## src/logic/mm_pkg.sv

```systemverilog
// Memory-mapped RAM wrapper definitions

package mm_pkg;

    // timer registers
    localparam logic [31:0] ADDR_TIMER_MASK = 32'h1500_0000;
    localparam logic [31:0] ADDR_TIMER_CNT  = 32'h1500_0004;

    // test status registers
    localparam logic [31:0] ADDR_STATUS = 32'h2000_0000;
    localparam logic [31:0] ADDR_EXIT   = 32'h2000_0004;

    // values written to ADDR_STATUS
    localparam logic [31:0] PASS_MAGIC = 32'd123456789;
    localparam logic [31:0] FAIL_MAGIC = 32'd1;

    // mask bit and interrupt id of the timer
    localparam logic [4:0] TIMER_IRQ_ID = 5'd7;

    // one data request as issued by the core
    typedef struct packed {
        logic [31:0] addr;
        logic        we;
        logic [3:0]  be;
        logic [31:0] wdata;
    } data_req_t;

    // data port request into the RAM
    typedef struct packed {
        logic        req;
        logic [31:0] addr;
        logic        we;
        logic [3:0]  be;
        logic [31:0] wdata;
    } ram_req_t;

    // timer register write strobes
    typedef struct packed {
        logic        mask_we;
        logic        cnt_we;
        logic [31:0] wdata;
    } timer_wr_t;

    // source of the data read word
    typedef enum logic [1:0] {
        SEL_RAM  = 2'd0,
        SEL_ZERO = 2'd1
    } rdata_sel_e;

endpackage

```

## src/logic/mm_data_resp.sv

```systemverilog
// Data port response stage
`timescale 1ns/1ps

module mm_data_resp (
    input  logic               clk_i,
    input  logic               rst_ni,
    input  logic               data_req_i,
    input  mm_pkg::rdata_sel_e rdata_sel_i,
    input  logic [31:0]        ram_rdata_i,
    output logic               data_gnt_o,
    output logic               data_rvalid_o,
    output logic [31:0]        data_rdata_o
);

    logic               rvalid_q;
    mm_pkg::rdata_sel_e sel_q;

    // no back-pressure, every target answers in one cycle
    assign data_gnt_o = data_req_i;

    always_ff @(posedge clk_i or negedge rst_ni) begin
        if (!rst_ni) begin
            rvalid_q <= 1'b0;
            sel_q    <= mm_pkg::SEL_ZERO;
        end else begin
            rvalid_q <= data_req_i;
            // only update on a request, keeps the last select otherwise
            if (data_req_i) begin
                sel_q <= rdata_sel_i;
            end
        end
    end

    assign data_rvalid_o = rvalid_q;

    // read mux
    always_comb begin
        if (sel_q == mm_pkg::SEL_RAM) begin
            data_rdata_o = ram_rdata_i;
        end else begin
            data_rdata_o = '0;
        end
    end

endmodule

```

## config.mk

```make
export PLATFORM = sky130hd
export DESIGN_NAME = mm_data_resp
export DESIGN_NICKNAME = d
export VERILOG_FILES = /design/src/logic/mm_pkg.sv /design/src/logic/mm_data_resp.sv
export SDC_FILE = /design/constraint.sdc
export NUM_CORES = 1
export LEC_CHECK = 0
export BUFFER_PORTS_ARGS = -buffer_cell sky130_fd_sc_hd__clkbuf_2
export CAP_MARGIN = 25
export CELL_PAD_IN_SITES_DETAIL_PLACEMENT = 2
export CELL_PAD_IN_SITES_GLOBAL_PLACEMENT = 2
export CORE_ASPECT_RATIO = 0.6
export CORE_MARGIN = 4
export CORE_UTILIZATION = 17
export CTS_CLUSTER_DIAMETER = 50
export DETAILED_ROUTE_END_ITERATION = 8
export GPL_TIMING_DRIVEN = 0
export PLACE_DENSITY_LB_ADDON = 0.2
export RECOVER_POWER = 25
export SYNTH_ARGS = -nofsm -noshare
export SYNTH_HDL_FRONTEND = slang
export SYNTH_SLANG_ARGS = --single-unit
```

## constraint.sdc

```tcl
create_clock -name clk_i -period 1.5 [get_ports clk_i]
set_input_delay 0.15 -clock clk_i [delete_from_list [all_inputs] [get_ports clk_i]]
set_output_delay 0.15 -clock clk_i [all_outputs]
set_load 0.02 [all_outputs]
```

==> results.yml <==
run_status:
  status: "complete, no violations"
yosys:
  syn_area_per_cell_um2: 12.7
  syn_area_um2: 583
  syn_nets: 83
  synth-main-ff-cell: "dfrtp_1"
  ys_ff_latch: 3
  synth_top_area_share_pct: 64.4
  synth_common_cells: "nor3b_2 (30), buf_6 (7)"
  synth_most_common_cell: "nor3b_2"
  ys_types: 7
  synth_edf_count: 0
  syn_inst: 46
  yosysWarnings: 0
  synth_top_area_cell: "nor3b_2"
  async_flop_share_pct: 100
  seq_area_frac_synth_pct: 13.1
  synth_area_leaders: "nor3b_2 (64%), buf_6 (14%), dfrtp_1 (8.6%)"
setup_path:
  worst-path-stages: 4
  crit_top_cell: "buf_6"
  critPathKind: "flop to output port"
  crit_arrival_ps: 1270
  critical_path.cell_chain: "buf_6, buf_6, nor3b_2, clkbuf_2"
  reg2reg_depth: 2
  path_max_fanout: 10
  setup.worst_path.end_class: "output port"
  path_delay_family: "buffers and inverters"
  crit_slowest_cell: "dfrtp_1"
  path_buf_inv: 3
  crit_path_start_kind: "flop"
  crit_required_ps: 1350
  critPathMaxStageDelay_ps: 380
clock_network:
  clk_latency_ps: 220
  max-clock-path-buffers: 2
  cts_tree: "built"
  cts_resized: 0
  cts-root-buf: "clkbuf_8"
  htreeDepth: 1
  clk_pin_slew_ps: 30
  clock_sinks: 3
  cts-buffers-inserted: 3
finish:
  syn2layout_area_growth_pct: 77.9
  final_nets: 159
  n_antenna_cell: 0
  drive_gt1_share_pct: 90.1
sta:
  period_share_pct: 94.6
  worst_pin_slew_ps: 278
  rsz0062_at_grt: "false"
  totalNegativeSetupSlack_ps: 0
  hold_viol: 0
  finClkSkew_ps: 0
  maxClockFrequency_mhz: 705
  min_period_ps: 1420
  final-setup-viol-count: 0
  slew_violations: 0
  slew_headroom_pct: 81.6
  setup_slack_ps: 81.2
routing:
  first_iter_violations: 5
  remaining_drc_errors: 0
  drt_first_pass_iters: 2
  drt-total-wl_mm: 2.33
  avgViaCountPerCell: 3.84
  postRouteAntennaNets: 0
  vias: 637
  wl_per_cell_um: 14.0
placed_design:
  detailedPlace.worstSlack_ps: 288
  portBuffers: 70
  dp_hpwl_mm: 2.08
  place_congestion: 0.653
floorplanning:
  die_h_um: 53.4
  rows: 16
  pin_count: 71
  start_util_pct: 17.8
  core_um2: 3280
  die_w_um: 83.6
  fp.dieArea_um2: 4460
global_routing:
  grt_max_degree: 11
  grt-ovfl-total: 0
  grt_pass1_vias: 666
  track_usage_pct: 9.91
  grt_pass1_wl_mm: 3.44
  antenna_found_initial: 0
hold_path:
  hold_path_depth: 1
  hp-class: "primary input to flop"
run:
  cap_viol_max_count: 0
power:
  power_density_nw_per_um2: 688
  peakVddDrop_mv: 0.482
  leakage_uw: 0.000501
per-layer routing:
layer,vias up,routed length [µm],track usage (%)
met3,0,128,2.02
met2,22,1230,17.9
met1,302,972,12.2
li1,313,-,-
met5,-,0,0
met4,0,0,2.41
repair_timing:
action / 4_1_cts / 5_1_grt
hold buffers: 1 / 0
setup buffers: 0 / 0
endpoints found under the setup margin: 0 / 0
endpoints found under the hold margin: 3 / 0
where the power goes:
group	switching [µW]	leakage, µW	internal [µW]
logic	216	0.000445	165
registers	2.85	0.0000339	90.2
clock network	57.9	0.0000228	182
final timing paths:
path	from	endpoint	slack, ps
min in group asynchronous	rst_ni	sel_q[1]	280
max	sel_q[1]	data_rdata_o[1]	80
max reg2reg	sel_q[1]	sel_q[1]	600
min	data_req_i	data_rvalid_o	130
max in group asynchronous	rst_ni	sel_q[0]	980
min reg2reg	sel_q[1]	sel_q[1]	670
final cells by class:
| type | count | area [µm²] |
|---|---|---|
| multi-input cells | 34 | 413 |
| plain buffers | 9 | 93.8 |
| fillers | 402 | 2250 |
| well taps | 45 | 56.3 |
| repair buffers | 71 | 353 |
| flip-flops and latches | 3 | 76.3 |
| clock buffers | 4 | 45.0 |
kinds of logic (layout without fill, tap and decap cells):
family	count (synthesis)	count (layout)	synth area share (%)
buffers and inverters	9	84	16.1
flip-flops	3	3	13.1
multiplexers	2	2	3.86
AND/OR/NAND/NOR	32	32	67.0
layout by cell type, fill, tap and decap left out:
cell | synthesis | layout
mux2_2 | 2 | 2
dfrtp_1 | 2 | 2
clkbuf_8 | 0 | 3
buf_4 | 2 | 2
dfstp_2 | 1 | 1
buf_6 | 7 | 7
dlygate4sd3_1 | 0 | 1
nor3b_2 | 30 | 30
nor3b_1 | 2 | 2
clkbuf_2 | 0 | 64
clkbuf_1 | 0 | 7
state kept, by name, summed over array words and instances (netlist names):
register	flops
sel_q	2
data_rvalid_o	1
stage by stage:
step	instance area [µm²]	util, %	cells	hold slack [ps]	power [µW]
3_5_place_dp	990	30.1	161	-45.5	483
3_3_place_gp	990	30.1	161	-51.0	471
5_1_grt	1040	31.6	166	129	764
4_1_cts	1040	31.8	166	102	736
6_report	1040	31.6	166	129	714
2_1_floorplan	583	-	46	-146	352
(Power assumes the default switching activity.)
