==> src/logic/mm_pkg.sv <==
// Memory-mapped RAM wrapper definitions

package mm_pkg;

    // timer registers
    localparam logic [31:0] ADDR_TIMER_MASK = 32'h1500_0000;
    localparam logic [31:0] ADDR_TIMER_CNT  = 32'h1500_0004;

    // test status registers
    localparam logic [31:0] ADDR_STATUS = 32'h2000_0000;
    localparam logic [31:0] ADDR_EXIT   = 32'h2000_0004;

    // values written to ADDR_STATUS
    localparam logic [31:0] PASS_MAGIC = 32'd123456789;
    localparam logic [31:0] FAIL_MAGIC = 32'd1;

    // mask bit and interrupt id of the timer
    localparam logic [4:0] TIMER_IRQ_ID = 5'd7;

    // one data request as issued by the core
    typedef struct packed {
        logic [31:0] addr;
        logic        we;
        logic [3:0]  be;
        logic [31:0] wdata;
    } data_req_t;

    // data port request into the RAM
    typedef struct packed {
        logic        req;
        logic [31:0] addr;
        logic        we;
        logic [3:0]  be;
        logic [31:0] wdata;
    } ram_req_t;

    // timer register write strobes
    typedef struct packed {
        logic        mask_we;
        logic        cnt_we;
        logic [31:0] wdata;
    } timer_wr_t;

    // source of the data read word
    typedef enum logic [1:0] {
        SEL_RAM  = 2'd0,
        SEL_ZERO = 2'd1
    } rdata_sel_e;

endpackage

==> src/logic/mm_addr_decode.sv <==
// Data request address decoder
`timescale 1ns/1ps

module mm_addr_decode #(
    parameter int RAM_ADDR_WIDTH = 16
) (
    input  logic                data_req_i,
    input  mm_pkg::data_req_t   req_i,
    output mm_pkg::ram_req_t    ram_req_o,
    output mm_pkg::timer_wr_t   timer_wr_o,
    output mm_pkg::rdata_sel_e  rdata_sel_o,
    output logic                tests_passed_o,
    output logic                tests_failed_o,
    output logic                exit_valid_o,
    output logic [31:0]         exit_value_o
);

    logic in_ram;
    logic wr;

    // everything below 2^RAM_ADDR_WIDTH belongs to the RAM
    assign in_ram = (req_i.addr[31:RAM_ADDR_WIDTH] == '0);
    assign wr     = data_req_i & req_i.we;

    // RAM request, payload passed straight through
    always_comb begin
        ram_req_o.req   = data_req_i & in_ram;
        ram_req_o.addr  = req_i.addr;
        ram_req_o.we    = req_i.we;
        ram_req_o.be    = req_i.be;
        ram_req_o.wdata = req_i.wdata;
    end

    // timer register writes
    always_comb begin
        timer_wr_o.mask_we = wr && (req_i.addr == mm_pkg::ADDR_TIMER_MASK);
        timer_wr_o.cnt_we  = wr && (req_i.addr == mm_pkg::ADDR_TIMER_CNT);
        timer_wr_o.wdata   = req_i.wdata;
    end

    // status outputs last only for the cycle of the write
    always_comb begin
        tests_passed_o = 1'b0;
        tests_failed_o = 1'b0;
        exit_valid_o   = 1'b0;
        exit_value_o   = '0;

        if (wr && (req_i.addr == mm_pkg::ADDR_STATUS)) begin
            // any other value is ignored
            if (req_i.wdata == mm_pkg::PASS_MAGIC) begin
                tests_passed_o = 1'b1;
            end else if (req_i.wdata == mm_pkg::FAIL_MAGIC) begin
                tests_failed_o = 1'b1;
            end
        end

        if (wr && (req_i.addr == mm_pkg::ADDR_EXIT)) begin
            exit_valid_o = 1'b1;
            exit_value_o = req_i.wdata;
        end
    end

    // timer, status and unmapped reads all return zero
    assign rdata_sel_o = in_ram ? mm_pkg::SEL_RAM : mm_pkg::SEL_ZERO;

endmodule

==> config.mk <==
export PLATFORM = sky130hd
export DESIGN_NAME = mm_addr_decode
export DESIGN_NICKNAME = d
export VERILOG_FILES = /design/src/logic/mm_pkg.sv /design/src/logic/mm_addr_decode.sv
export SDC_FILE = /design/constraint.sdc
export NUM_CORES = 1
export LEC_CHECK = 0
export ABC_AREA = 1
export BUFFER_PORTS_ARGS = -buffer_cell sky130_fd_sc_hd__buf_2
export CAP_MARGIN = 20
export CORE_ASPECT_RATIO = 0.6
export CORE_MARGIN = 8
export CORE_UTILIZATION = 29
export DETAILED_ROUTE_END_ITERATION = 6
export GPL_ROUTABILITY_DRIVEN = 0
export PLACE_DENSITY = 0.8
export SYNTH_ARGS = -nofsm -noshare
export SYNTH_HDL_FRONTEND = slang
export SYNTH_SLANG_ARGS = --single-unit
==> constraint.sdc <==
create_clock -name vclk -period 0.8
set_input_delay 0 -clock vclk [all_inputs]
set_output_delay 0 -clock vclk [all_outputs]
set_load 0.03 [all_outputs]
==> impl_metrics.py, run 1 <==
metrics = {
    "synthesis": {
        "synth_top_family_by_area": "buffers and inverters",
        "synth.avg_cell_area_sq_um": 5.75,
        "synth_xor_area_share_pct": 0,
        "synth_cells": 268,
        "synthAdderAreaFrac_pct": 0,
        "muxShareOfSynthArea_pct": 0,
        "synth_area_leaders": "buf_4, nor2_1, nor2_2",
        "synth_nets": 338,
        "yosysSeqAreaShare_pct": 0,
        "syn_area_sq_um": 1540,
        "synth-compound-area-share_pct": 0,
        "synth_top_area_cell": "buf_4",
        "synth_cell_types": 15,
        "synth-simple-area-share_pct": 38.4,
        "yosysWarnings": 0,
        "yosys.area.top_type_share_pct": 49.7,
    },
    "power": {
        "leakage_uw": 0.00159,
        "peakVddDrop_v": 0.000387,
        "power.density_nw_per_um2": 515,
    },
    "worst_setup_path": {
        "path_delay_family": "simple AND/OR/NAND/NOR gates",
        "crit_path_start": "req_i[40]",
        "crit_path_max_fanout": 15,
        "critPathBufInv": 3,
        "slowest_delay_ns": 0.22,
        "worstSetupEndpointType": "output pin",
        "path_class": "in -> out",
        "crit_chain": "buf_6, or2_1, nor2_1, nand2_1, nor2_4, nand2_4, buf_12, nor2_2, buf_6",
        "cp.required_ns": 0.80,
        "start_kind": "input pin",
        "slowest_stage": "or2_1",
        "cp.arrival_ns": 1.17,
        "crit_top_cell": "buf_6",
    },
    "finish": {
        "layout-drive-gt1-share_pct": 75.2,
        "final_cell_mix": "buf_2, buf_6, buf_4, inv_1, nor2_4",
        "fin_util_pct": 55.6,
        "design.seq.count": 0,
        "layout_commonest_cell": "buf_2",
        "ff_latch_area_sq_um": 0,
        "syn_to_final_growth_pct": 84.3,
        "clkbuf_count": 0,
        "diodes": 0,
        "stdcell_area_sq_um": 2840,
        "layout.nets": 491,
    },
    "status": {
        "outcome": "finished with violations",
        "violations": "negative setup slack",
    },
    "route": {
        "wl_per_cell_microns": 13.8,
        "route.detailed.drc": 0,
        "drt_first_pass_iters": 4,
        "vias_per_cell": 4.02,
        "drtAntennaViolNets": 0,
        "vias": 1952,
        "routed_wl_mm": 6.70,
        "drtIter0Drc": 58,
    },
    "floorplan": {
        "core_area_sq_um": 5100,
        "ios": 211,
        "die_h_microns": 72.5,
        "die-area_sq_um": 7980,
        "fp.dieW_microns": 110,
        "num_rows": 20,
        "start_util_pct": 30.2,
    },
    "placed_design": {
        "detailed_place_hpwl_mm": 5.68,
        "place_area_sq_um": 2430,
        "port_buffers": 202,
    },
    "timing": {
        "setup-violations-final": 39,
        "timing.fmax_ghz": 0.857,
        "worst_slack_ns": -0.367,
        "rsz0062_at_grt": "true",
        "min_period_ns": 1.17,
        "final-hold-violation-count": 0,
        "slew_viol_final": 0,
        "final.setup.tns_ns": -12.52,
        "final.period_utilization_pct": 146,
    },
    "hold_path": {
        "hp-start": "req_i[32]",
        "hold_path_class": "in -> out",
    },
    "flow_run": {
        "drv_cap": 0,
    },
    "cts": {
        "hold_buffers": 0,
    },
    "grt": {
        "first_global_vias": 2074,
        "antenna_found_initial": 0,
        "grt_max_degree": 19,
        "gr-usage-all-layers_pct": 14.8,
        "gr-total-overflow": 0,
        "grt_pass1_wl_mm": 9.94,
    },
}
==> routing by layer <==
metal | GRT usage [%] | part of all wire, % | up-vias
met5 | 0 | 0 | -
met2 | 30.4 | 53 | 102
li1 | - | - | 989
met4 | 0 | 0 | 0
met3 | 3.71 | 11 | 0
met1 | 15.3 | 35 | 861
==> worst paths after layout <==
| path | endpoint | slack (ns) | cells past startpoint |
|---|---|---|---|
| worst max-delay path | exit_value_o[31] | -0.37 | 9 |
| worst min-delay path | ram_req_o[32] | 0.00001 | 0 |
==> report_power, final <==
part | total, uW | internal (uW) | leakage, uW | switching, uW
clock network | 0 | 0 | 0 | 0
registers | 0 | 0 | 0 | 0
logic | 1460 | 523 | 0.00159 | 939
==> Yosys cell counts (all sizes together) <==
master / number
buf: 105
nor2: 81
inv: 39
nand2: 25
nand4: 7
nor3: 4
nand3: 3
and2: 1
conb: 1
nand3b: 1
or2: 1
==> cell families after synthesis <==
kind of cell	Yosys count
simple gates	123
buf+inv	144
other cells	1
==> cell type report <==
| type | count | area [sq um] |
|---|---|---|
| Fill cell | 496 | 2260 |
| Inverter | 39 | 150 |
| Multi-Input combinational cell | 124 | 838 |
| Tap cell | 66 | 82.6 |
| Timing Repair Buffer | 256 | 1770 |
==> timing repair <==
item	in CTS	in global routing
endpoints found under the hold margin	0	0
resized for setup	100	9
buffers inserted	2	2
pin swaps	8	4
gates cloned	0	1
endpoints found under the setup margin	39	39
==> per-stage QoR <==
step / instances / setup slack (ns) / hold WS (ns) / power, uW
after floorplan: 268 / -0.195 / 0.122 / 1110
after global routing: 485 / -0.422 / 0.0000945 / 1550
after detailed placement: 482 / -0.442 / 0.000205 / 1410
final: 485 / -0.367 / 0.0000132 / 1460
after global placement: 482 / -0.447 / 0.000205 / 1390
after CTS: 483 / -0.350 / 0.000205 / 1460
No activity file was read; power rests on OpenSTA's default activity.
==> run 2, diff against run 1 <==
--- a/config.mk
+++ b/config.mk
@@ -13,7 +13,9 @@
 export CORE_UTILIZATION = 29
 export DETAILED_ROUTE_END_ITERATION = 6
 export GPL_ROUTABILITY_DRIVEN = 0
+export MAX_ROUTING_LAYER = met4
 export PLACE_DENSITY = 0.8
+export SLEW_MARGIN = 40
 export SYNTH_ARGS = -nofsm -noshare
 export SYNTH_HDL_FRONTEND = slang
 export SYNTH_SLANG_ARGS = --single-unit
==> run 2 against run 1 <==
Against the previous run:
- the run still ends with negative setup slack left
- final cell count is the same
- first-iteration DRC count grew 1.7%
- hold slack is the same
- sequential cell count is the same
- design area is the same
- core utilization is the same
- setup slack lost 0.0013 ns
- critical path type unchanged
==> impl_metrics.py, run 2 (synthesis gave the netlist of run 1 again) <==
metrics = {
    "status": {
        "outcome": "finished with violations",
        "violations": "negative setup slack",
    },
    "worst_setup_path": {
        "slowest_stage": "or2_1",
        "cp.required_ns": 0.80,
        "start_kind": "input pin",
        "crit_path_max_fanout": 15,
        "slowest_delay_ns": 0.22,
        "crit_top_cell": "buf_6",
        "worstSetupEndpointType": "output pin",
        "cp.arrival_ns": 1.17,
        "crit_chain": "buf_6, or2_1, nor2_1, nand2_1, nor2_4, nand2_4, buf_12, nor2_2, buf_6",
        "path_class": "in -> out",
    },
    "route": {
        "drtIter0Drc": 59,
        "routed_wl_mm": 6.72,
        "wl_per_cell_microns": 13.9,
        "route.detailed.drc": 0,
        "vias_per_cell": 4.01,
        "drtAntennaViolNets": 0,
        "drt_first_pass_iters": 4,
        "vias": 1944,
    },
    "floorplan": {
        "num_rows": 20,
        "fp.dieW_microns": 110,
        "die-area_sq_um": 7980,
        "start_util_pct": 30.2,
        "ios": 211,
        "core_area_sq_um": 5100,
        "die_h_microns": 72.5,
    },
    "power": {
        "power.density_nw_per_um2": 515,
        "leakage_uw": 0.00159,
        "power_uw": 1460,
        "peakVddDrop_v": 0.000387,
    },
    "timing": {
        "setup-violations-final": 39,
        "final.period_utilization_pct": 146,
        "min_period_ns": 1.17,
        "timing.fmax_ghz": 0.856,
        "slew_viol_final": 0,
        "rsz0062_at_grt": "true",
        "worst_slack_ns": -0.368,
        "final-hold-violation-count": 0,
        "hold_ws_ns": 0.0000132,
    },
    "finish": {
        "layout_commonest_cell": "buf_2",
        "num-fill-cells": 496,
        "stdcell_area_sq_um": 2840,
        "clkbuf_count": 0,
        "design.seq.count": 0,
        "final_cell_mix": "buf_2, buf_6, buf_4, inv_1, nor2_4",
        "syn_to_final_growth_pct": 84.3,
        "ff_latch_area_sq_um": 0,
        "layout-drive-gt1-share_pct": 75.2,
        "layout.nets": 491,
        "diodes": 0,
    },
    "grt": {
        "gr-usage-all-layers_pct": 15.2,
        "gr-total-overflow": 0,
        "grt_pass1_wl_mm": 9.94,
        "grt_max_degree": 19,
        "antenna_found_initial": 0,
        "first_global_vias": 2075,
    },
    "placed_design": {
        "place_area_sq_um": 2430,
        "detailed_place_hpwl_mm": 5.68,
        "pre_cts_ws_ns": -0.442,
        "port_buffers": 202,
    },
    "flow_run": {
        "drv_cap": 0,
    },
    "hold_path": {
        "hold_path_class": "in -> out",
    },
}
## run 2: cell counts in the layout (fill, tap and decap cells not counted)
Identical to the previous run, type by type.
## run 2: path summary, 6_finish.rpt
path / start / to / slack (ns) / cells after the start
min: req_i[32] / ram_req_o[32] / 0.00001 / 0
max: req_i[40] / exit_value_o[31] / -0.37 / 9
## run 2: where the power goes
group / switching [uW] / leakage [uW] / internal (uW)
Sequential: 0 / 0 / 0
Combinational: 939 / 0.00159 / 523
Clock: 0 / 0 / 0
## run 2: cell type report
type / instances / area [sq um] / share of cell area, %
timing repair buffer: 256 / 1770 / 62.3
inverter: 39 / 150 / 5.29
multi-input combinational: 124 / 838 / 29.5
tap: 66 / 82.6 / 2.91
## run 2: metal layers
metal | share of wire (%) | GRT usage, % | vias to the layer above
met4 | 0 | 0 | 0
met2 | 53 | 30.4 | 102
li1 | - | - | 988
met1 | 37 | 15.8 | 854
met3 | 10 | 2.83 | 0
met5 | 0 | - | -
## run 2: repair_timing
item                       in CTS  in global routing
gates resized for setup       100                  9
setup endpoints to repair      39                 39
buffers inserted                2                  2
hold buffers                    0                  0
gates cloned                    0                  1
pin swaps                       8                  4
## run 2: worst max-delay path: cells and delay by family
| family | cells | cell delay [ns] |
|---|---|---|
| buf+inv | 3 | 0.41 |
| simple gates | 6 | 0.76 |
## run 2: stage by stage
stage	cells	utilization, %	TNS, ns
after floorplan	268	-	-5.92
after global placement	482	47.6	-15.21
after detailed placement	482	47.6	-15.31
after CTS	483	54.5	-11.81
after global routing	485	55.6	-14.73
final	485	55.6	-12.57
==> run 3, diff against run 2 <==
--- a/config.mk
+++ b/config.mk
@@ -15,6 +15,7 @@
 export GPL_ROUTABILITY_DRIVEN = 0
 export MAX_ROUTING_LAYER = met4
 export PLACE_DENSITY = 0.8
+export REMOVE_ABC_BUFFERS = 1
 export SLEW_MARGIN = 40
 export SYNTH_ARGS = -nofsm -noshare
 export SYNTH_HDL_FRONTEND = slang
==> constraint.sdc (replaced) <==
create_clock -name vclk -period 0.8
set_input_delay 0.16 -clock vclk [all_inputs]
set_output_delay 0.16 -clock vclk [all_outputs]
set_load 0.03 [all_outputs]
==> run 3 against run 2 <==
Against the previous run:
- the run still ends with negative setup slack left
- sequential cell count unchanged
- count of clock-buffer cells in the layout stayed put
- critical path type unchanged
- combinational power is essentially flat
==> impl_metrics.py, run 3 (synthesis gave the netlist of run 1 again) <==
metrics = {
    "power": {
        "p_sw_uw": 950,
        "seqPwrFrac_pct": 0,
        "leakage_uw": 0.00163,
        "internal-power_uw": 532,
        "power_frac_comb_pct": 100.0,
        "clockPowerShare_pct": 0,
        "switching_share_pct": 64.1,
        "power_uw": 1480,
        "peakVddDrop_v": 0.000318,
        "power.density_nw_per_um2": 511,
    },
    "finish": {
        "syn_to_final_growth_pct": 88.2,
        "fin_util_pct": 56.8,
        "stdcell_count": 488,
        "final_cell_mix": "buf_2, buf_6, buf_4, inv_1",
        "num-fill-cells": 480,
        "design.seq.count": 0,
        "clkbuf_count": 0,
        "ff_latch_area_sq_um": 0,
        "layout_commonest_cell": "buf_2",
        "layout.nets": 494,
        "layout-drive-gt1-share_pct": 74.6,
        "diodes": 0,
    },
    "grt": {
        "gr-usage-all-layers_pct": 14.5,
        "grt_max_degree": 15,
        "grt_pass1_wl_mm": 9.36,
        "first_global_vias": 2013,
        "gr-total-overflow": 0,
        "antenna_found_initial": 0,
    },
    "worst_setup_path": {
        "crit_path_max_fanout": 6,
        "path_class": "in -> out",
        "cp.arrival_ns": 1.38,
        "worstSetupEndpointType": "output pin",
        "cp.required_ns": 0.64,
        "start_kind": "input pin",
    },
    "status": {
        "outcome": "finished with violations",
        "violations": "negative setup slack",
    },
    "route": {
        "route.detailed.drc": 0,
        "vias": 2010,
        "drt_first_pass_iters": 4,
        "drtIter0Drc": 42,
        "drtAntennaViolNets": 0,
        "routed_wl_mm": 7.13,
        "wl_per_cell_microns": 14.6,
        "vias_per_cell": 4.12,
    },
    "placed_design": {
        "port_buffers": 202,
        "dp_cells": 478,
        "detailed_place_hpwl_mm": 5.33,
    },
    "floorplan": {
        "die_h_microns": 72.5,
        "num_rows": 20,
        "fp.dieW_microns": 110,
        "start_util_pct": 30.2,
        "core_area_sq_um": 5100,
        "ios": 211,
        "die-area_sq_um": 7980,
    },
    "timing": {
        "timing.fmax_ghz": 0.650,
        "worst_slack_ns": -0.739,
        "rsz0062_at_grt": "true",
        "slew_viol_final": 0,
        "min_period_ns": 1.54,
        "setup-violations-final": 39,
        "final.period_utilization_pct": 192,
        "final-hold-violation-count": 0,
    },
    "hold_path": {
        "hold_path_class": "in -> out",
    },
    "cts": {
        "hold_buffers": 0,
    },
    "flow_run": {
        "drv_cap": 0,
    },
}
==> run 3: metrics by stage <==
| stage | setup WS (ns) | hold WS [ns] | TNS [ns] | cell area [sq um] |
|---|---|---|---|---|
| 2_1_floorplan | -1.03 | 0.320 | -32.13 | 742 |
| 3_3_place_gp | -0.820 | 0.320 | -29.70 | 2200 |
| 3_5_place_dp | -0.845 | 0.320 | -30.77 | 2200 |
| 4_1_cts | -0.696 | 0.320 | -25.23 | 2580 |
| 5_1_grt | -0.811 | 0.320 | -29.31 | 2900 |
| 6_report | -0.739 | 0.320 | -26.42 | 2900 |
==> run 3: worst max-delay path, stage by stage <==
cell	delay [ns]
buf_6	0.09
or2_1	0.21
nor2_1	0.10
nand2_1	0.09
nor2_4	0.15
nand2_4	0.12
clkbuf_16	0.20
nor2_4	0.11
buf_6	0.14
==> run 3: timing repair <==
action	CTS	global route
setup endpoints to repair	39	39
gates cloned	1	2
setup buffers	3	5
resized for setup	101	55
hold endpoints to repair	0	0
pin swaps	6	19
==> run 3: cell type report <==
cell class,instances,area [sq um],share of cell area (%)
Timing Repair Buffer,259,1840,63.3
Tap cell,66,82.6,2.85
Multi-Input combinational cell,124,831,28.6
Inverter,39,151,5.22
==> run 3: worst paths after layout <==
check	startpoint	endpoint	slack [ns]	cells after the start
worst max-delay path	req_i[40]	exit_value_o[23]	-0.74	9
worst min-delay path	req_i[34]	ram_req_o[34]	0.32	0
==> run 3: metal layers <==
metal	vias to the layer above	global-route usage (%)	wire [microns]
li1	999	-	-
met3	6	1.24	588
met1	905	14.8	2450
met2	100	30.2	4050
met4	0	0.441	50
met5	-	-	0
==> run 3: power by group through the flow <==
stage,logic (uW),clock network (uW),registers [uW]
after floorplan,126,0,0
after global placement,1340,0,0
after detailed placement,1350,0,0
after CTS,1400,0,0
after global routing,1570,0,0
final,1480,0,0
