==> src/logic/mm_pkg.sv <==
// Memory-mapped RAM wrapper definitions

package mm_pkg;

    // timer registers
    localparam logic [31:0] ADDR_TIMER_MASK = 32'h1500_0000;
    localparam logic [31:0] ADDR_TIMER_CNT  = 32'h1500_0004;

    // test status registers
    localparam logic [31:0] ADDR_STATUS = 32'h2000_0000;
    localparam logic [31:0] ADDR_EXIT   = 32'h2000_0004;

    // values written to ADDR_STATUS
    localparam logic [31:0] PASS_MAGIC = 32'd123456789;
    localparam logic [31:0] FAIL_MAGIC = 32'd1;

    // mask bit and interrupt id of the timer
    localparam logic [4:0] TIMER_IRQ_ID = 5'd7;

    // one data request as issued by the core
    typedef struct packed {
        logic [31:0] addr;
        logic        we;
        logic [3:0]  be;
        logic [31:0] wdata;
    } data_req_t;

    // data port request into the RAM
    typedef struct packed {
        logic        req;
        logic [31:0] addr;
        logic        we;
        logic [3:0]  be;
        logic [31:0] wdata;
    } ram_req_t;

    // timer register write strobes
    typedef struct packed {
        logic        mask_we;
        logic        cnt_we;
        logic [31:0] wdata;
    } timer_wr_t;

    // source of the data read word
    typedef enum logic [1:0] {
        SEL_RAM  = 2'd0,
        SEL_ZERO = 2'd1
    } rdata_sel_e;

endpackage

==> src/logic/mm_timer.sv <==
// Countdown timer with interrupt
`timescale 1ns/1ps

module mm_timer (
    input  logic              clk_i,
    input  logic              rst_ni,
    input  mm_pkg::timer_wr_t timer_wr_i,
    input  logic [4:0]        irq_id_i,
    input  logic              irq_ack_i,
    output logic              irq_timer_o
);

    logic [31:0] mask_q;
    logic [31:0] cnt_q;
    logic        irq_q;
    logic        any_wr;
    logic        ack;

    assign any_wr = timer_wr_i.mask_we | timer_wr_i.cnt_we;
    assign ack    = irq_ack_i && (irq_id_i == mm_pkg::TIMER_IRQ_ID);

    always_ff @(posedge clk_i or negedge rst_ni) begin
        if (!rst_ni) begin
            mask_q <= '0;
        end else if (timer_wr_i.mask_we) begin
            mask_q <= timer_wr_i.wdata;
        end
    end

    // count and interrupt hold while a timer register is written
    always_ff @(posedge clk_i or negedge rst_ni) begin
        if (!rst_ni) begin
            cnt_q <= '0;
            irq_q <= 1'b0;
        end else if (timer_wr_i.cnt_we) begin
            cnt_q <= timer_wr_i.wdata;
        end else if (!any_wr) begin
            if (cnt_q != '0) begin
                cnt_q <= cnt_q - 32'd1;
            end
            // fires on the 1 -> 0 step
            if (cnt_q == 32'd1 && mask_q[mm_pkg::TIMER_IRQ_ID]) begin
                irq_q <= 1'b1;
            end
            // ack wins over a set in the same cycle
            if (ack) begin
                irq_q <= 1'b0;
            end
        end
    end

    assign irq_timer_o = irq_q;

endmodule
==> config.mk <==
export PLATFORM = sky130hd
export DESIGN_NAME = mm_timer
export DESIGN_NICKNAME = d
export VERILOG_FILES = /design/src/logic/mm_pkg.sv /design/src/logic/mm_timer.sv
export SDC_FILE = /design/constraint.sdc
export NUM_CORES = 1
export LEC_CHECK = 0
export ABC_AREA = 1
export BUFFER_PORTS_ARGS = -buffer_cell sky130_fd_sc_hd__buf_2
export CORE_MARGIN = 3
export CORE_UTILIZATION = 57
export DETAILED_ROUTE_END_ITERATION = 10
export MAX_ROUTING_LAYER = met4
export PLACE_DENSITY = 0.79
export SLEW_MARGIN = 10
export SYNTH_ARGS = -nofsm -noshare
export SYNTH_HDL_FRONTEND = slang
export SYNTH_SLANG_ARGS = --single-unit
==> constraint.sdc <==
create_clock -name clk_i -period 2.3 [get_ports clk_i]
set_clock_uncertainty 0.15 [all_clocks]
set_input_delay 0 -clock clk_i [delete_from_list [all_inputs] [get_ports clk_i]]
set_output_delay 0 -clock clk_i [all_outputs]
set_load 0.005 [all_outputs]
==> results.cfg, run 1 <==
[global_route]
antenna_found_initial = 0
grt_max_degree = 35
gr-total-overflow = 0
grt_usage_pct = 32.4
grt_pass1_wl_um = 13200
first_global_vias = 2783

[floorplan]
coreArea_um2 = 4440
die_h_um = 74.7
die_area_um2 = 5580
die_x_um = 74.7
start_util_pct = 60.6
rows = 24
ios = 43

[logic_synthesis]
ys_types = 32
synth_fp_nets = 475
syn_area_um2 = 2690
synth_top_area_cell = dfrtp_1
seq_area_frac_synth_pct = 31.6
avgSynthCellArea_um2 = 6.24
synth_top_cell_area_share_pct = 31.6
synthCells = 431
ys_ff_latch = 34
yosys-top-cells-area = dfrtp_1 (32%), nand2_1 (23%), nor2_1 (10%)
yosysWarnings = 0

[timing]
rsz0062_at_grt = false
period_share_pct = 91.3
fin_tns_setup_ns = 0
max_slew.worst_pin.slew_ns = 0.825
max_freq_ghz = 0.476
hold_viol_final = 0
setup_viol = 0
min_period_ns = 2.10
timing.hold.ws_ns = 0.00172
finalMaxSlewViolations = 0
slew_headroom_pct = 45.0

[place]
place.gp.congestion = 0.946
dp_hpwl_um = 5530
port_buffers = 42

[critical_path]
timing.reg2reg.setup_slack_ns = 0.20
crit_path_end_kind = flip-flop
cpPeakStageDelay_ns = 0.40
critPathMaxFanout = 34
critPathSlowestCell = dfrtp_1
cp-start-kind = flip-flop
arrival_ns = 2.13
worstReg2RegStart = cnt_q[0]$_DFFE_PN0P_
r2r_cells = 11
crit_type = reg -> reg
critPathRequiredTime_ns = 2.33
r2r-end = cnt_q[24]$_DFFE_PN0P_
cp_cell_sequence = inv_1 -> ha_1 -> nand2_2 -> nor2_8 -> nand2_4 -> nor2_8 -> nand2_4 -> nand2_8 -> nor2_1 -> nand2_1 -> nand2_1

[route]
drc = 0
drt-wirelength-per-cell_um = 14.1
drtPass1Iterations = 6
via_per_inst = 5.28
drt_iter0_drc = 194
ant_nets = 0
vias = 3033
totalWireLength_um = 8100

[power]
power.leakage_nw = 1.81
max-vdd-ir-drop_mv = 0.400
p_per_area_nw_per_um2 = 500

[clock_network]
clockBufferDepth = 2
htree_levels = 2
path_clk_slew_ns = 0.07
tritoncts.num_buffers = 5
post-cts-setup-buffer-count = 0
cts_tree = built
cts_root_buffer = clkbuf_8
clkSinkCount = 34
clock_latency_ns = 0.28

[layout]
layout.nets = 566
most-common-layout-cells = nand2_1 (163), nor2_1 (75), dlygate4sd3_1 (45)
drive_above_1_share_pct = 14.8
syn2layout_area_growth_pct = 29.6
diodes = 0
layout_commonest_cell = nand2_1

[status]
outcome = completed

[worst_hold_path]
worstHoldPathCells = 3
min_to = cnt_q[26]$_DFFE_PN0P_
hold_start = timer_wr_i[32]
worstHoldPathType = in -> reg

[run]
maxCapViolations = 0
-- how the worst max path moves through the flow --
stage	from	end	cells after the start
2_1_floorplan	cnt_q[0]$_DFFE_PN0P_	cnt_q[29]$_DFFE_PN0P_	12
3_3_place_gp	cnt_q[0]$_DFFE_PN0P_	cnt_q[11]$_DFFE_PN0P_	9
3_5_place_dp	cnt_q[0]$_DFFE_PN0P_	cnt_q[26]$_DFFE_PN0P_	9
4_1_cts	cnt_q[0]$_DFFE_PN0P_	cnt_q[26]$_DFFE_PN0P_	9
5_1_grt	cnt_q[1]$_DFFE_PN0P_	cnt_q[25]$_DFFE_PN0P_	11
6_report	cnt_q[0]$_DFFE_PN0P_	cnt_q[24]$_DFFE_PN0P_	11
-- where the power goes --
group,total (W),internal [W],switching [W]
registers,0.000772,0.000670,0.000103
logic,0.000549,0.000225,0.000324
clock network,0.000424,0.000209,0.000216
-- logic make-up (layout without fill, tap and decap cells) --
| group | Yosys count | count (layout) | synth area share, % |
|---|---|---|---|
| and+or+nand+nor | 309 | 309 | 50.4 |
| buffers and inverters | 48 | 139 | 7.90 |
| DFF | 34 | 34 | 31.6 |
| AOI/OAI and AO/OA | 28 | 28 | 5.77 |
| xor gates and xnor gates | 9 | 9 | 2.93 |
| adders and majority gates | 2 | 2 | 0.930 |
| muxes | 1 | 1 | 0.418 |
-- flip-flops by register name, summed over array words and instances, names as in the netlist --
| register | flops |
|---|---|
| mask_q | 1 |
| cnt_q | 32 |
| irq_timer_o | 1 |
-- critical path: cells and delay by family, from the launching register on --
kind / cells / cell delay (ns)
simple gates: 9 / 1.07
flops: 1 / 0.40
fa+ha+maj: 1 / 0.25
buf+inv: 1 / 0.11
-- metrics by stage --
stage	cell area [µm²]	setup WS [ns]	instances	utilization, %	total power (W)
2_1_floorplan	2690	0.458	431	-	0.00109
3_3_place_gp	2950	0.132	522	66.4	0.00124
3_5_place_dp	2950	0.0216	522	66.4	0.00125
4_1_cts	3480	0.00275	574	78.2	0.00174
5_1_grt	3490	0.0145	574	78.5	0.00186
6_report	3490	0.200	574	78.5	0.00175
-- cell usage after synthesis --
cell type    n
nand2_2      3
a21boi_0     1
nor3_1       1
clkbuf_1     4
inv_1       36
or2_2        2
dfrtp_1     34
o21ai_1      8
nor4_1       1
nor2_8       3
xor2_1       5
nor2_1      75
nand2_4      4
o21ai_0     11
o21ai_4      1
and2_1       2
a31oi_1      1
inv_2        2
nand4_1      5
mux2_2       1
buf_1        1
ha_1         2
nor2_2       4
xnor2_1      4
nand3_1     42
buf_6        1
nor2_4       2
buf_8        2
nand2_1    163
nand3b_1     2
a21oi_1      6
buf_2        2
-- repair_timing --
item / 4_1_cts / 5_1_grt
hold buffers: 45 / 0
hold endpoints to repair: 68 / 0
setup endpoints to repair: 0 / 20
gates resized for setup: 0 / 2
-- layer usage --
metal | up-vias | global-route usage (%) | share of wire [%]
met1 | 1366 | 42.3 | 45
met2 | 118 | 50.4 | 47
met4 | 0 | 13.2 | 2.4
met3 | 18 | 4.94 | 5.8
li1 | 1531 | - | -
met5 | - | - | 0
-- final cells by class --
| class | count | area, µm² |
|---|---|---|
| clock buffer | 7 | 76.3 |
| timing repair buffer | 94 | 713 |
| multi-input combinational | 349 | 1640 |
| inverter | 38 | 143 |
| tap | 52 | 65.1 |
| fill | 361 | 956 |
| sequential | 34 | 851 |
Note: power is estimated with default switching activity, not from simulation.
==> run 2: changes to the inputs <==
Settings changed: CELL_PAD_IN_SITES_DETAIL_PLACEMENT set to 0, CELL_PAD_IN_SITES_GLOBAL_PLACEMENT set to 1, CORE_UTILIZATION 57 to 35, PLACE_DENSITY 0.79 to 0.71.
==> results.cfg, run 2 (synthesis gave the netlist of run 1 again) <==
[layout]
multi_input_area_um2 = 1640
syn2layout_area_growth_pct = 32.8
regMostFlops = cnt_q
regArea_um2 = 851
layout.nets = 567
fillCellCount = 788
finalNonFillerCells = 623
most-common-layout-cells = nand2_1 (163), nor2_1 (75), dlygate4sd3_1 (45)
diodes = 0
largest_reg_flops = 32
drive_above_1_share_pct = 15.5
layout_commonest_cell = nand2_1

[power]
p_per_area_nw_per_um2 = 504
power.leakage_nw = 1.82
fin_total_pwr_w = 0.00180
max-vdd-ir-drop_mv = 0.240

[clock_network]
clock_latency_ns = 0.29
clockBufferDepth = 2
path_clk_slew_ns = 0.08
cts_root_buffer = clkbuf_8
clkSinkCount = 34
htree_levels = 2
cts_tree = built
post-cts-setup-buffer-count = 0
tritoncts.num_buffers = 5

[route]
drt_iter0_drc = 208
drtPass1Iterations = 4
vias = 2878
drt-wirelength-per-cell_um = 13.3
via_per_inst = 4.62
wl_met1_um = 4100
ant_nets = 0
wl_met2_um = 3720
dr.max_layer_used = met4
wl_met3_um = 309
drc = 0
totalWireLength_um = 8260

[timing]
setup_viol = 0
max_slew.worst_pin.slew_ns = 0.845
finalMaxSlewViolations = 0
slew_headroom_pct = 43.6
min_period_ns = 2.13
fin_tns_setup_ns = 0
rsz0062_at_grt = false
hold_viol_final = 0
max_freq_ghz = 0.470
period_share_pct = 92.5

[critical_path]
crit_path_end_kind = flip-flop
crit_buf_inv = 1
arrival_ns = 2.21
worstSetupStartpoint = cnt_q[22]$_DFFE_PN0P_
critPathRequiredTime_ns = 2.38
critPathMaxFanout = 4
critPathSlowestCell = dlygate4sd3_1
cp_cell_sequence = nor2_2 -> nand2_1 -> nor2_2 -> nand2_1 -> nor2_1 -> nor2_1 -> a21oi_1 -> dlygate4sd3_1
cp-start-kind = flip-flop
cpPeakStageDelay_ns = 0.55
crit_type = reg -> reg
cpLargestDelayFamily = simple AND/OR/NAND/NOR gates
worstReg2RegStart = cnt_q[22]$_DFFE_PN0P_

[floorplan]
die_x_um = 93.7
rows = 31
ios = 43
start_util_pct = 36.5
die_h_um = 93.7
die_area_um2 = 8780
coreArea_um2 = 7370

[run]
maxCapViolations = 0

[global_route]
grt_max_degree = 35
antenna_found_initial = 0
first_global_vias = 2887
grt_usage_pct = 21.1
gr-total-overflow = 0
grt_pass1_wl_um = 14100

[place]
dp_hpwl_um = 5930
place.gp.congestion = 0.908
port_buffers = 42
numPlacedInstances = 570

[worst_hold_path]
worstHoldPathType = in -> reg
hold_start = timer_wr_i[32]

[status]
outcome = completed
==> run 2: cell count changes in the layout (fill, tap and decap cells not counted) <==
cell	change
buf_4	+1
clkbuf_1	-2
clkbuf_8	+1
clkinv_2	+1
clkinvlp_4	+1
==> run 2: repair_timing <==
| action | 4_1_cts | 5_1_grt |
|---|---|---|
| endpoints found under the setup margin | 0 | 16 |
| resized for setup | 0 | 2 |
| hold buffers | 45 | 0 |
| endpoints found under the hold margin | 68 | 0 |
==> run 2: path summary, 6_finish.rpt <==
kind                                                 to  slack [ns]  cells after the start
worst max register to register  irq_timer_o$_DFFE_PN0P_        0.17                      8
worst min-delay path              cnt_q[14]$_DFFE_PN0P_        0.08                      5
min in group asynchronous         cnt_q[14]$_DFFE_PN0P_        0.20                      2
worst max-delay path            irq_timer_o$_DFFE_PN0P_        0.17                      8
worst min register to register    cnt_q[31]$_DFFE_PN0P_        0.39                      2
max in group asynchronous         cnt_q[17]$_DFFE_PN0P_        1.28                      2
==> run 2: where the power goes <==
group,internal (W),switching [W]
Clock,0.000241,0.000249
Sequential,0.000669,0.0000979
Combinational,0.000226,0.000318
Total,0.00114,0.000665
==> run 2: final cells by class <==
type | count | area share, %
Tap cell | 99 | 3.47
Inverter | 38 | 3.99
Clock buffer | 6 | 2.31
Timing Repair Buffer | 95 | 20.2
Clock inverter | 2 | 0.350
Sequential cell | 34 | 23.8
Multi-Input combinational cell | 349 | 45.9
==> run 2: metal layers <==
metal / track usage (%) / up-vias
met5: - / -
met2: 34.4 / 49
met3: 2.48 / 12
met1: 27.9 / 1284
li1: - / 1533
met4: 5.90 / 0
==> run 2: worst reg2reg max path, cell delays in order (launching register included) <==
cell           delay [ns]
dfrtp_1              0.46
nor2_2               0.18
nand2_1              0.09
nor2_2               0.20
nand2_1              0.13
nor2_1               0.17
nor2_1               0.05
a21oi_1              0.10
dlygate4sd3_1        0.55
==> run 2: metrics by stage <==
stage	worst slack, ns	hold slack, ns	util, %	area (µm²)
final	0.173	0.0786	48.5	3570
after global routing	0.0400	0.132	48.5	3570
after CTS	0.0476	0.0930	48.3	3560
after detailed placement	0.0601	0.00615	40.9	3020
after global placement	0.127	0.00514	40.9	3020
after floorplan	0.458	-0.446	-	2690
==> run 3: changes to the inputs <==
--- a/config.mk
+++ b/config.mk
@@ -10,5 +10,5 @@
 export CELL_PAD_IN_SITES_DETAIL_PLACEMENT = 0
 export CELL_PAD_IN_SITES_GLOBAL_PLACEMENT = 1
-export CORE_MARGIN = 3
+export CORE_MARGIN = 8
 export CORE_UTILIZATION = 35
 export DETAILED_ROUTE_END_ITERATION = 10
==> constraint.sdc (replaced) <==
create_clock -name clk_i -period 2.3 [get_ports clk_i]
set_clock_uncertainty 0.15 [all_clocks]
set_input_delay 0.115 -clock clk_i [delete_from_list [all_inputs] [get_ports clk_i]]
set_output_delay 0.115 -clock clk_i [all_outputs]
set_load 0.005 [all_outputs]
==> results.cfg, run 3 (synthesis gave the netlist of run 1 again) <==
[route]
totalWireLength_um = 8120
drtPass1Iterations = 5
ant_nets = 0
drt-wirelength-per-cell_um = 13.5
drt_iter0_drc = 102
vias = 2778
drc = 0
via_per_inst = 4.64

[power]
power_switching_w = 0.000620
p_per_area_nw_per_um2 = 517
swShare_pct = 36.1
seq_power_share_pct = 45.0
max-vdd-ir-drop_mv = 0.288
power.leakage_nw = 1.72
combPwrFrac_pct = 28.9
p_clk_share_pct = 26.1
p_int_w = 0.00110

[global_route]
antenna_found_initial = 0
gr-total-overflow = 0
grt_pass1_wl_um = 13800
first_global_vias = 2848
grt_usage_pct = 16.0
grt_max_degree = 35

[timing]
setup_viol = 0
fin_tns_setup_ns = 0
max_freq_ghz = 0.494
hold_viol_final = 0
slew_headroom_pct = 45.7
rsz0062_at_grt = false
max_slew.worst_pin.slew_ns = 0.814
min_period_ns = 2.03
finalMaxSlewViolations = 0
period_share_pct = 88.1

[clock_network]
htree_levels = 2
tritoncts.num_buffers = 5
path_clk_slew_ns = 0.07
cts_root_buffer = clkbuf_8
clock_latency_ns = 0.28
cts_tree = built
clockBufferDepth = 2
clkSinkCount = 34

[floorplan]
coreArea_um2 = 7610
start_util_pct = 35.4
ios = 43
rows = 32
die_x_um = 104
die_h_um = 104
die_area_um2 = 10800

[layout]
most-common-layout-cells = nand2_1 (163), nor2_1 (75), nand3_1 (42), buf_2 (42), inv_1 (36)
layout_commonest_cell = nand2_1
layout.nets = 542
syn2layout_area_growth_pct = 23.3
drive_above_1_share_pct = 15.5
diodes = 0
design_area_um2 = 3320
regMostFlops = cnt_q
largest_reg_flops = 32

[critical_path]
critPathMaxFanout = 34
arrival_ns = 2.05
r2r_cells = 11
cp-start-kind = flip-flop
crit_path_end_kind = flip-flop
critPathRequiredTime_ns = 2.32
crit_type = reg -> reg

[place]
place.gp.congestion = 0.881
port_buffers = 42
postPlaceCellArea_um2 = 3000
dp_hpwl_um = 6160

[worst_hold_path]
worstHoldPathCells = 5
worstHoldPathType = in -> reg

[run]
maxCapViolations = 0

[status]
outcome = completed
run 3: cell types whose count changed in the layout (fill, tap and decap cells not counted):
cell and delta:
clkinvlp_4 -1, clkinv_2 -1, dlygate4sd3_1 -23, buf_4 -2
run 3: worst paths after layout:
check / from / end / slack, ns
max: cnt_q[0]$_DFFE_PN0P_ / cnt_q[27]$_DFFE_PN0P_ / 0.27
max reg2reg: cnt_q[0]$_DFFE_PN0P_ / cnt_q[27]$_DFFE_PN0P_ / 0.27
min in group asynchronous: rst_ni / cnt_q[28]$_DFFE_PN0P_ / 0.32
min: timer_wr_i[3] / cnt_q[3]$_DFFE_PN0P_ / 0.002
max in group asynchronous: rst_ni / cnt_q[17]$_DFFE_PN0P_ / 1.17
min reg2reg: mask_q[7]$_DFFE_PN0P_ / mask_q[7]$_DFFE_PN0P_ / 0.37
run 3: final cells by class:
class	instances	area [µm²]
fillers	852	4290
multi-input cells	349	1640
flip-flops and latches	34	851
clock buffers	6	82.6
well taps	102	128
repair buffers	70	475
inverters	38	143
run 3: per-layer routing:
| layer | vias to the layer above | GRT usage (%) | share of wire [%] |
|---|---|---|---|
| li1 | 1476 | - | - |
| met4 | 0 | 3.83 | 0.73 |
| met5 | - | - | 0 |
| met2 | 48 | 27.1 | 49 |
| met3 | 4 | 2.54 | 3.6 |
| met1 | 1250 | 19.4 | 47 |
run 3: what timing repair did:
action,in CTS,in global routing
hold buffers,22,0
gates resized for setup,0,2
hold endpoints to repair,55,0
buffers inserted,0,0
setup endpoints to repair,0,17
run 3: through the flow:
step	hold WS (ns)	std cells	utilization, %	worst slack [ns]	total power [W]
floorplan	-0.331	431	-	0.458	0.00109
global placement	0.113	571	39.5	0.151	0.00125
detailed placement	0.109	571	39.5	0.0939	0.00125
CTS	0.00431	599	43.5	0.0815	0.00173
global route	0.0177	599	43.6	0.0420	0.00184
finish	0.00176	599	43.6	0.274	0.00172
run 3: worst max-delay path, stage by stage (launching register included):
cell,delay (ns)
dfrtp_1,0.39
inv_1,0.10
ha_1,0.23
nand2_2,0.13
nor2_8,0.22
nand2_4,0.10
nor2_8,0.14
nand2_4,0.08
nand2_8,0.19
nor2_1,0.07
nand2_1,0.06
nand2_1,0.05
run 3: power by group through the flow:
stage	sequential, W	combinational, W	clock [W]
after CTS	0.000772	0.000499	0.000462
after global routing	0.000785	0.000574	0.000482
after detailed placement	0.000782	0.000470	0
final	0.000772	0.000495	0.000448
after floorplan	0.000750	0.000342	0
after global placement	0.000782	0.000466	0
